$ cat config.mk
export PLATFORM = sky130hd
export DESIGN_NAME = l1cache_control
export DESIGN_NICKNAME = d
export VERILOG_FILES = /design/src/source/l1cache_pkg.sv /design/src/source/l1cache_control.sv
export VERILOG_INCLUDE_DIRS = /design/src /design/src/include
export SDC_FILE = /design/constraint.sdc
export NUM_CORES = 1
export LEC_CHECK = 0
export BUFFER_PORTS_ARGS = -buffer_cell sky130_fd_sc_hd__buf_4
export CAP_MARGIN = 0
export CORE_MARGIN = 8
export CORE_UTILIZATION = 37
export CTS_BUF_LIST = sky130_fd_sc_hd__clkbuf_16
export DETAILED_ROUTE_END_ITERATION = 6
export PLACE_DENSITY = 0.82
export SYNTH_ARGS = -nofsm -noshare
export SYNTH_HDL_FRONTEND = slang
export SYNTH_SLANG_ARGS = --single-unit
export TNS_END_PERCENT = 50
$ cat constraint.sdc
create_clock -name clk -period 8 [get_ports clk]
set_clock_uncertainty 0.1 [all_clocks]
set_input_delay 0.8 -clock clk [delete_from_list [all_inputs] [get_ports clk]]
set_output_delay 0.8 -clock clk [all_outputs]
set_load 0.05 [all_outputs]
$ cat src/include/l1cache_config.svh
`ifndef L1CACHE_CONFIG_SVH
`define L1CACHE_CONFIG_SVH

// capacity in bytes over all ways.
`define L1_TOTAL_BYTES 512

// number of ways which may also be 4.
`define L1_NUM_WAYS 2

// core word width.
`define L1_WORD_BITS 32

// line width of four words.
`define L1_LINE_BITS 128

`endif
$ cat src/source/l1cache_pkg.sv
`default_nettype none

`include "l1cache_config.svh"

package l1cache_pkg;

  localparam int num_ways       = `L1_NUM_WAYS;
  localparam int word_bits      = `L1_WORD_BITS;
  localparam int line_bits      = `L1_LINE_BITS;
  localparam int line_bytes     = line_bits / 8;
  localparam int words_per_line = line_bits / word_bits;
  localparam int lines_per_way  = `L1_TOTAL_BYTES / (num_ways * line_bytes);

  // address layout is tag | index | offset.
  localparam int offset_bits    = $clog2(line_bytes);
  localparam int index_bits     = $clog2(lines_per_way);
  localparam int tag_bits       = word_bits - index_bits - offset_bits;
  localparam int word_sel_bits  = $clog2(words_per_line); // upper offset bits.
  localparam int way_bits       = (num_ways > 1) ? $clog2(num_ways) : 1;

  typedef logic [word_bits-1:0]     word_t;
  typedef logic [line_bits-1:0]     line_t;
  typedef logic [index_bits-1:0]    index_t;
  typedef logic [tag_bits-1:0]      tag_t;
  typedef logic [num_ways-1:0]      way_vec_t;  // one-hot over the ways.
  typedef logic [way_bits-1:0]      way_num_t;  // binary way number.
  typedef logic [word_sel_bits-1:0] word_sel_t;

endpackage

`default_nettype wire

$ cat src/source/l1cache_control.sv
`default_nettype none

module l1cache_control
  import l1cache_pkg::*;
(
  input  logic  clk,
  input  logic  rst_n,

  input  logic  core_req,
  input  logic  core_we,
  input  word_t core_addr,
  input  word_t core_wdata,

  input  logic  hit,
  input  logic  victim_dirty,
  input  logic  victim_valid,
  input  logic  ddr_resp,

  output word_t req_addr,
  output word_t req_wdata,
  output logic  write_hit,
  output logic  allocate,
  output logic  use_victim_addr,
  output logic  touch,
  output logic  ddr_req,
  output logic  ddr_we,
  output logic  core_resp
);

  typedef enum logic [2:0] {
    st_idle,
    st_lookup,
    st_writeback,
    st_fill,
    st_respond  // lookup again right after the fill.
  } state_t;

  state_t state;
  state_t state_next;
  logic   req_we;
  logic   serve;

  always_ff @(posedge clk) begin
    if (!rst_n) begin
      state <= st_idle;
    end else begin
      state <= state_next;
    end
  end

  // request is captured only when idle, later strobes are dropped.
  always_ff @(posedge clk) begin
    if (state == st_idle && core_req) begin
      req_addr  <= core_addr;
      req_wdata <= core_wdata;
      req_we    <= core_we;
    end
  end

  assign serve     = ((state == st_lookup) || (state == st_respond)) && hit;
  assign core_resp = serve;
  assign write_hit = serve && req_we;
  assign touch     = serve;

  always_comb begin
    state_next      = state;
    ddr_req         = 1'b0;
    ddr_we          = 1'b0;
    use_victim_addr = 1'b0;
    allocate        = 1'b0;

    case (state)
      st_idle: begin
        if (core_req) state_next = st_lookup;
      end
      st_lookup: begin
        if (hit) begin
          state_next = st_idle;
        end else if (victim_valid && victim_dirty) begin
          ddr_req         = 1'b1; // write back the victim first.
          ddr_we          = 1'b1;
          use_victim_addr = 1'b1;
          state_next      = st_writeback;
        end else begin
          ddr_req    = 1'b1;
          state_next = st_fill;
        end
      end
      st_writeback: begin
        if (ddr_resp) begin
          ddr_req    = 1'b1; // fill request follows at once.
          state_next = st_fill;
        end
      end
      st_fill: begin
        if (ddr_resp) begin
          allocate   = 1'b1;
          state_next = st_respond;
        end
      end
      st_respond: begin
        state_next = hit ? st_idle : st_lookup;
      end
      default: state_next = st_idle;
    endcase
  end

endmodule

`default_nettype wire

==> results of run 1 <==
## cell families (layout without fill, tap and decap cells)
group           Yosys count  in the layout  share of synthesized area, %
compound gates            6              6                          2.03
flops                    68             68                          90.8
xor+xnor                  1              1                         0.395
buf+inv                   6            160                          2.09
simple gates             15             15                          4.18
fa+ha+maj                 1              1                         0.508
## worst max-delay path by stage
stage                       to  slack (ns)  cells past startpoint
2_1_floorplan      req_addr[0]        2.99                      1
3_3_place_gp           ddr_req        5.45                      4
3_5_place_dp           ddr_req        5.45                      4
4_1_cts        use_victim_addr        5.30                      3
5_1_grt                 ddr_we        5.18                      3
6_report                ddr_we        5.30                      3
## routing by layer
| metal | GRT usage (%) | routed length, µm |
|---|---|---|
| met4 | 8.72 | 145 |
| met5 | 0 | 0 |
| met2 | 20.8 | 2930 |
| met1 | 14.1 | 2120 |
| met3 | 5.53 | 610 |
## cells in the mapped netlist, types with 2 or more instances
cell | number | area share, %
nor2_1 | 3 | 0.51
a21oi_1 | 2 | 0.45
buf_6 | 2 | 1.0
edfxtp_1 | 65 | 88
dfxtp_1 | 3 | 2.7
nand2_1 | 2 | 0.34
buf_4 | 2 | 0.68
## layout make-up
cell class,count,area (µm²)
fillers,477,2200
flip-flops and latches,68,2010
repair buffers,143,1070
clock buffers,9,225
multi-input cells,23,173
well taps,75,93.8
clock inverters,7,67.6
inverters,1,3.75
## stage by stage
step	cells	setup WS [ns]	total power [mW]	cell area, µm²	util [%]
after floorplan	97	2.99	0.581	2220	-
after detailed placement	310	5.45	0.660	3360	57.4
after global placement	310	5.45	0.656	3360	57.4
after global routing	326	5.18	1.06	3650	62.4
final	326	5.30	1.03	3650	62.4
after CTS	326	5.30	1.04	3650	62.4
## flip-flops by register name, summed over array words and instances, names as in the netlist
name	flops
req_addr	32
req_wdata	32
state	3
req_we	1
## report_power, final
group          internal (mW)  switching, mW
Clock                  0.239          0.136
Combinational         0.0649          0.144
Sequential             0.431         0.0114
Total                  0.734          0.291
## worst register-to-register path, cell delays in order, from the launching register on
cell	delay, ns
dfxtp_1	0.41
nor4b_4	0.30
buf_4	0.67
==> qor.csv, run 1 <==
metric;value;unit
Die Wd;93.4;µm
status;complete, no violations;
final HPWL from detailed placement;4.55;mm
Max VDD drop;137;µV
post-CTS sizing;0;
routability cong.;0.783;
Seq/Total Area, Yosys;90.8;%
Hold Fails Final Rpt;0;
RSZ-0062 raised after global routing;no;
Cells after Synth;97;
Final min period;2.70;ns
row cnt;28;
CTS tree;built;
CTS buffer count;9;
worst skew pair latency;0.31;ns
Die Y;93.4;µm
DR iter-0 viols;55;
Slew Viols, Final;0;
largest net degree at the start of global routing;66;
worst slew pin tran;0.811;ns
Hold/Removal Path Class;reg -> reg;
starting density of the core;37.9;%
cells on worst reg2reg path;2;
slowest stage delay, CP;0.53;ns
reg2reg end;req_addr[30];
Worst Setup Start Kind;flip-flop;
core area;0.00585;mm²
Pwr Density;281;mW/mm²
first drt pass iteration count;4;
Final period util;33.7;%
global route overflow;0;
P&R area growth vs syn;64.7;%
num ports;143;
htree depth;3;
Cell Chain, Critical Path;or2b_1 -> nor4_1 -> buf_4;
EDFF count, synth;65;
commonest non-fill, non-tap cells in the layout;143 x buf_4, 65 x edfxtp_1, 9 x clkbuf_16, 3 x nor2_1, 3 x dfxtp_1;
fmax;370;MHz
worst setup path class;reg -> out;
IO buf count;142;
worst endpoint data arrival time;1.80;ns
Cell variety after synth;25;
layout cell share with drive strength beyond 1;64.1;%
NumNets Final;318;
GR Util All Layers;13.1;%
Async S/R FF share, synth;0;%
CP bufs+invs;1;
max-cap violations;0;
Clock transition at path regs;0.05;ns
Crit. Startpoint;state[0];
root buffer selected by CTS;clkbuf_16;
via count;1449;
Hold Buf Count CTS;0;
hold-critical path depth;2;
prevailing post-synth register cell;edfxtp_1;
mapped cell area;0.00222;mm²
ANT nets after route;0;
antenna violations before repair;0;
R2R setup slack;6.11;ns
CP delay by family, top;simple AND/OR/NAND/NOR gates;
# Post-CTS Setup Buffers;0;
Crit Path Max Fanout;9;
FF+latch count, synth;68;
FF-to-FF Start;state[1];
syn_nets;169;
full die area;0.00872;mm²
routed len/inst;17.8;µm
clk buf depth;2;
CTS sink count;68;
first-pass GRT wire length;8.48;mm
yosys warns;0;
Routed Wire Length;5.81;mm
Synth Area per Inst;22.8;µm²
Crit path required time;7.10;ns
number of diodes;0;
leak pwr;1.52;nW
slew margin rel.;45.9;%
setup_tns;0;ns
worst hold slack;0.522;ns
commonest non-fill, non-tap cell in the layout;buf_4;
worst hold start;state[1];
Hold Path Sink;state[2];
Vias/cell;4.44;
DR DRC count;0;
Crit-path slowest cell;dfxtp_1;
Final setup viols;0;
CP Capture Type;output port;
vias in the first global route;1551;
No activity file was read; power rests on OpenSTA's default activity.
==> run 2: changes to the inputs <==
--- a/config.mk
+++ b/config.mk
@@ -9,10 +9,10 @@
 export BUFFER_PORTS_ARGS = -buffer_cell sky130_fd_sc_hd__buf_4
 export CAP_MARGIN = 0
 export CORE_MARGIN = 8
-export CORE_UTILIZATION = 37
+export CORE_UTILIZATION = 41
 export CTS_BUF_LIST = sky130_fd_sc_hd__clkbuf_16
 export DETAILED_ROUTE_END_ITERATION = 6
-export PLACE_DENSITY = 0.82
+export PLACE_DENSITY = 0.86
 export SYNTH_ARGS = -nofsm -noshare
 export SYNTH_HDL_FRONTEND = slang
 export SYNTH_SLANG_ARGS = --single-unit
==> constraint.sdc (replaced) <==
create_clock -name clk -period 2.7 [get_ports clk]
set_clock_uncertainty 0.1 [all_clocks]
set_input_delay 0.27 -clock clk [delete_from_list [all_inputs] [get_ports clk]]
set_output_delay 0.27 -clock clk [all_outputs]
set_load 0.05 [all_outputs]
==> qor.csv, run 2 (same netlist as run 1, synthesis figures left out) <==
metric;value;unit;change
Vias/cell;4.45;;about the same
Cell Chain, Critical Path;or2b_1 -> nor4_1 -> buf_4;;
worst setup path class;reg -> out;;
worst skew pair latency;0.31;ns;about the same
routability cong.;0.757;;-3.4%
commonest non-fill, non-tap cell in the layout;buf_4;;
pre-CTS setup slack;0.918;ns;-4.53 ns
core area;0.00517;mm²;-12%
CTS buffer count;9;;unchanged
first drt pass iteration count;4;;unchanged
DR iter-0 viols;58;;+5.5%
Flop pwr share;40.3;%;-2.8 points
first-pass GRT wire length;8.54;mm;+0.65%
Crit Path Max Fanout;9;;unchanged
row cnt;26;;-7.1%
num ports;143;;unchanged
Setup WS post-layout;0.585;ns;-4.72 ns
htree depth;3;;unchanged
slowest stage delay, CP;0.51;ns;-0.02 ns
Routed Wire Length;6.14;mm;+5.7%
Clock power frac;40.5;%;+4.0 points
FF-to-FF Start;state[2];;
Max VDD drop;629;µV;+360%
leak pwr;1.56;nW;+2.1%
CTS tree;built;;
Final setup viols;0;;unchanged
commonest non-fill, non-tap cells in the layout;142 x buf_4, 65 x edfxtp_1, 9 x clkbuf_16;;
Crit path required time;2.33;ns;-4.77 ns
Slew Viols, Final;0;;unchanged
Switching Fraction;27.0;%;-1.4 points
Clock transition at path regs;0.06;ns;about the same
starting density of the core;42.8;%;+5.0 points
cell internal pwr;2.37;mW;+220%
global route overflow;0;;unchanged
area post-placement;0.00336;mm²;+0.19%
# Post-CTS Setup Buffers;0;;unchanged
DR DRC count;0;;unchanged
P&R area growth vs syn;67.1;%;
Finished Layout Cells;321;;-1.5%
fmax;473;MHz;
Largest regs;req_addr: 32 flops, req_wdata: 32 flops, state: 3 flops;;
P_sw;875;µW;+200%
worst endpoint data arrival time;1.74;ns;-0.06 ns
clk buf depth;2;;unchanged
Crit-path slowest cell;dfxtp_1;;
Finished Cell Area;0.00370;mm²;+1.5%
routed len/inst;19.1;µm;+7.3%
Pwr Density;877;mW/mm²;+210%
worst slew pin tran;0.371;ns;-0.441 ns
IO buf count;142;;unchanged
RSZ-0062 raised after global routing;no;;
Cells after DPL;305;;-1.6%
CTS sink count;68;;unchanged
Die Wd;89.5;µm;-4.1%
Comb power frac;19.2;%;-1.1 points
Hold/Removal Path Class;in -> reg;;
NumNets Final;318;;unchanged
final HPWL from detailed placement;4.53;mm;-0.49%
GR Util All Layers;15.0;%;+1.9 points
CP Capture Type;output port;;
Worst Setup Start Kind;flip-flop;;
Final period util;78.3;%;
Hold Buf Count CTS;0;;unchanged
vias in the first global route;1606;;+3.5%
full die area;0.00801;mm²;-8.1%
Final min period;2.11;ns;
post-CTS sizing;0;;unchanged
via count;1427;;-1.5%
worst hold start;core_wdata[15];;
largest net degree at the start of global routing;66;;unchanged
Hold Fails Final Rpt;0;;unchanged
ANT nets after route;0;;unchanged
Crit. Startpoint;state[0];;
slew margin rel.;75.1;%;+29 points
antenna violations before repair;0;;unchanged
Die Y;89.5;µm;-4.1%
max-cap violations;0;;unchanged
number of diodes;0;;unchanged
layout cell share with drive strength beyond 1;64.1;%;unchanged
root buffer selected by CTS;clkbuf_16;;
overall power;3.25;mW;+220%
status;complete, no violations;;
-- run 2: cell count changes in the layout (fill, tap and decap cells not counted), sizes merged --
cell,previous run,this run
bufinv,1,3
clkinv,4,1
clkinvlp,2,1
inv,1,3
-- run 2: cell type report --
cell class                 count  area, µm²
multi-input combinational     23        173
sequential                    68       2010
clock inverter                 7        115
tap                           70       87.6
clock buffer                   9        225
timing repair buffer         143       1090
fill                         335       1470
inverter                       1       3.75
-- run 2: per-layer routing --
metal  up-vias  global-route usage [%]  share of wire [%]
met2        85                    27.4                 56
met5         -                       0                  0
met3         8                    8.00                 12
li1        674                       -                  -
met4         0                    8.31                2.1
met1       660                    12.6                 30
-- run 2: final timing paths --
kind | end | slack, ns | cells past startpoint
setup / recovery | use_victim_addr | 0.59 | 3
hold / removal | req_wdata[15] | 0.02 | 1
setup reg to reg | req_addr[3] | 1.12 | 2
hold reg to reg | state[2] | 0.52 | 2
-- run 2: through the flow --
| step | util, % | hold slack [ns] | TNS (ns) |
|---|---|---|---|
| 3_5_place_dp | 65.0 | 0.349 | 0 |
| 2_1_floorplan | - | 0.269 | -28.53 |
| 3_3_place_gp | 65.0 | 0.348 | 0 |
| 4_1_cts | 71.6 | 0.0104 | 0 |
| 5_1_grt | 71.6 | 0.00375 | 0 |
| 6_report | 71.6 | 0.0227 | 0 |
-- run 2: power by group through the flow --
stage                     combinational [mW]  clock, mW  sequential (mW)
after global placement                 0.620          0             1.32
after floorplan                        0.100          0             1.62
after global routing                   0.647       1.38             1.32
final                                  0.624       1.31             1.31
after CTS                              0.631       1.34             1.31
after detailed placement               0.628          0             1.33
-- run 2: worst max-delay path, delay by kind of cell (launching register included) --
family	cells	cell delay [ns]
flops	1	0.51
simple gates	2	0.64
buf+inv	1	0.27
==> run 3: changes to the inputs <==
--- a/config.mk
+++ b/config.mk
@@ -6,13 +6,14 @@
 export SDC_FILE = /design/constraint.sdc
 export NUM_CORES = 1
 export LEC_CHECK = 0
+export ABC_AREA = 1
 export BUFFER_PORTS_ARGS = -buffer_cell sky130_fd_sc_hd__buf_4
 export CAP_MARGIN = 0
 export CORE_MARGIN = 8
-export CORE_UTILIZATION = 41
+export CORE_UTILIZATION = 37
 export CTS_BUF_LIST = sky130_fd_sc_hd__clkbuf_16
 export DETAILED_ROUTE_END_ITERATION = 6
-export PLACE_DENSITY = 0.86
+export PLACE_DENSITY = 0.83
 export SYNTH_ARGS = -nofsm -noshare
 export SYNTH_HDL_FRONTEND = slang
 export SYNTH_SLANG_ARGS = --single-unit
==> constraint.sdc (replaced) <==
create_clock -name clk -period 1.9 [get_ports clk]
set_clock_uncertainty 0.1 [all_clocks]
set_input_delay 0.19 -clock clk [delete_from_list [all_inputs] [get_ports clk]]
set_output_delay 0.19 -clock clk [all_outputs]
set_load 0.05 [all_outputs]
==> qor.csv, run 3 <==
metric;value;unit;change
status;complete, no violations;;
worst slew pin tran;0.244;ns;-0.126 ns
Largest regs;req_addr: 32 flops, req_wdata: 32 flops, state: 3 flops;;
Die Y;93.0;µm;+3.9%
full die area;0.00864;mm²;+7.9%
post-CTS sizing;0;;unchanged
Hold Fails Final Rpt;0;;unchanged
commonest non-fill, non-tap cells in the layout;143 x buf_4, 66 x dlygate4sd3_1, 65 x edfxtp_1, 9 x clkbuf_16, 7 x inv_1;;
top cells by area, synth;edfxtp_1 89%, dfxtp_1 2.7%, inv_1 1.2%;;
vias in the first global route;2053;;+28%
Synth Area in XOR/XNOR;0;%;-0.40 points
area post-placement;0.00339;mm²;+0.74%
area leader, netlist;edfxtp_1;;
yosys warns;0;;unchanged
RSZ-0062 raised after global routing;no;;
clk buf depth;2;;unchanged
prevailing post-synth register cell;edfxtp_1;;
Synth Area in Simple Gates;4.45;%;+0.27 points
Finished Cell Area;0.00433;mm²;+17%
P&R area growth vs syn;97.5;%;
CTS sink count;68;;unchanged
Final period util;90.2;%;
Clock transition at path regs;0.06;ns;about the same
EDFF count, synth;65;;unchanged
worst endpoint data arrival time;1.42;ns;-0.32 ns
leak pwr;1.85;nW;+19%
NumNets Final;396;;+25%
max-cap violations;0;;unchanged
largest net degree at the start of global routing;46;;-30%
global route overflow;0;;unchanged
IO buf count;142;;unchanged
first-pass GRT wire length;12.7;mm;+49%
row cnt;28;;+7.7%
Pwr Density;1080;mW/mm²;+23%
GR Util All Layers;20.1;%;+5.1 points
Setup WS post-layout;0.187;ns;-0.398 ns
Async S/R FF share, synth;0;%;unchanged
Synth Area in Adders;0;%;-0.51 points
starting density of the core;37.7;%;-5.1 points
register area;0.00201;mm²;+0.12%
largest family of logic cells by synthesized area;simple AND/OR/NAND/NOR gates;;
Synth Area per Inst;20.9;µm²;-8.6%
Routed Wire Length;8.58;mm;+40%
ANT nets after route;0;;unchanged
DR DRC count;0;;unchanged
most frequent cell after synthesis;edfxtp_1;;
footprint of the multi-input gates;155;µm²;-10%
Synth top area share;89.0;%;+0.96 points
Vias/cell;4.60;;+3.5%
antenna violations before repair;0;;unchanged
first drt pass iteration count;4;;unchanged
FILL cells;352;;+5.1%
mapped cell area;0.00219;mm²;-1.1%
Max VDD drop;667;µV;+6.1%
multiplexer share of the synthesized area;0;%;unchanged
Seq/Total Area, Yosys;91.8;%;+0.98 points
Hold/Removal Path Class;in -> reg;;
worst setup path class;reg -> out;;
Compound-Gate Fraction of Synth Area;1.71;%;-0.32 points
Worst Setup Start Kind;flip-flop;;
Crit path required time;1.61;ns;-0.72 ns
syn_nets;177;;+4.7%
Hold Buf Count CTS;66;;+66
layout cell share with drive strength beyond 1;51.2;%;-13 points
number of diodes;0;;unchanged
fmax;584;MHz;
Post-synth top cells;65 x edfxtp_1, 7 x inv_1, 7 x nand2_1, 5 x nor2_1;;
DR iter-0 viols;112;;+93%
via count;1854;;+30%
commonest non-fill, non-tap cell in the layout;buf_4;;
num ports;143;;unchanged
root buffer selected by CTS;clkbuf_16;;
worst skew pair latency;0.32;ns;about the same
Crit Path Max Fanout;5;;-4
CP Capture Type;output port;;
slew margin rel.;83.7;%;+8.6 points
htree depth;3;;unchanged
# Post-CTS Setup Buffers;0;;unchanged
CTS tree;built;;
CTS buffer count;9;;unchanged
Slew Viols, Final;0;;unchanged
routability cong.;0.846;;+12%
core area;0.00582;mm²;+12%
Final setup viols;0;;unchanged
Cells after Synth;105;;+8.2%
Die Wd;93.0;µm;+3.9%
routed len/inst;21.3;µm;+11%
final HPWL from detailed placement;5.42;mm;+20%
Final min period;1.71;ns;
Cell variety after synth;16;;-36%
FF+latch count, synth;68;;unchanged
pre-CTS setup slack;0.486;ns;-0.432 ns
[run 3: cell types whose count changed after synthesis, sizes merged, moves of 2 or more]
cell   delta
inv       +7
nand2     +5
nor2      +4
buf       -3
nand3     +3
o21ai     +3
nand4     +2
[run 3: routing by layer]
metal  vias up  GRT usage [%]  share of wire, %
met3        11           7.85                10
li1        831              -                 -
met5         -              0                 0
met4         0           7.11               1.5
met1       890           22.0                38
met2       122           34.7                51
[run 3: per-stage QoR]
| step | utilization, % | setup TNS (ns) | cells | hold WS [ns] | power (mW) |
|---|---|---|---|---|---|
| 3_3_place_gp | 58.2 | 0 | 322 | 0.268 | 2.97 |
| 4_1_cts | 74.4 | 0 | 403 | 0.136 | 4.68 |
| 5_1_grt | 74.4 | 0 | 403 | 0.163 | 4.83 |
| 6_report | 74.4 | 0 | 403 | 0.144 | 4.69 |
| 3_5_place_dp | 58.2 | 0 | 322 | 0.269 | 2.99 |
| 2_1_floorplan | - | -8.60 | 105 | 0.189 | 2.59 |
[run 3: final timing paths]
check | startpoint | to | slack [ns] | cells past startpoint
setup / recovery | state[2] | use_victim_addr | 0.19 | 6
hold / removal | ddr_resp | state[2] | 0.14 | 3
setup reg to reg | state[0] | req_addr[7] | 0.47 | 4
hold reg to reg | state[0] | state[0] | 0.46 | 2
[run 3: where the power goes]
part	switching, mW	internal, mW	leakage [nW]
clock network	0.583	0.995	0.138
registers	0.0692	1.85	0.646
logic	0.785	0.406	1.07
[run 3: cells by family (layout without fill, tap and decap cells)]
family | count (synthesis) | after routing
AND/OR/NAND/NOR | 21 | 21
buffers and inverters | 10 | 233
flip-flops | 68 | 68
AO/OA/AOI/OAI | 6 | 6
[run 3: cell type report]
cell class | count | share of cell area [%]
multi-input combinational | 27 | 3.58
sequential | 68 | 46.5
tap | 75 | 2.17
clock inverter | 6 | 1.30
inverter | 8 | 0.694
clock buffer | 9 | 5.20
timing repair buffer | 210 | 40.5
[run 3: critical path, cell delays in order, from the launching register on]
cell and delay, ns:
dfxtp_1 0.35, inv_2 0.11, nand2_1 0.07, nor2_2 0.12, nand2_1 0.10, nor2_1 0.14, buf_4 0.23
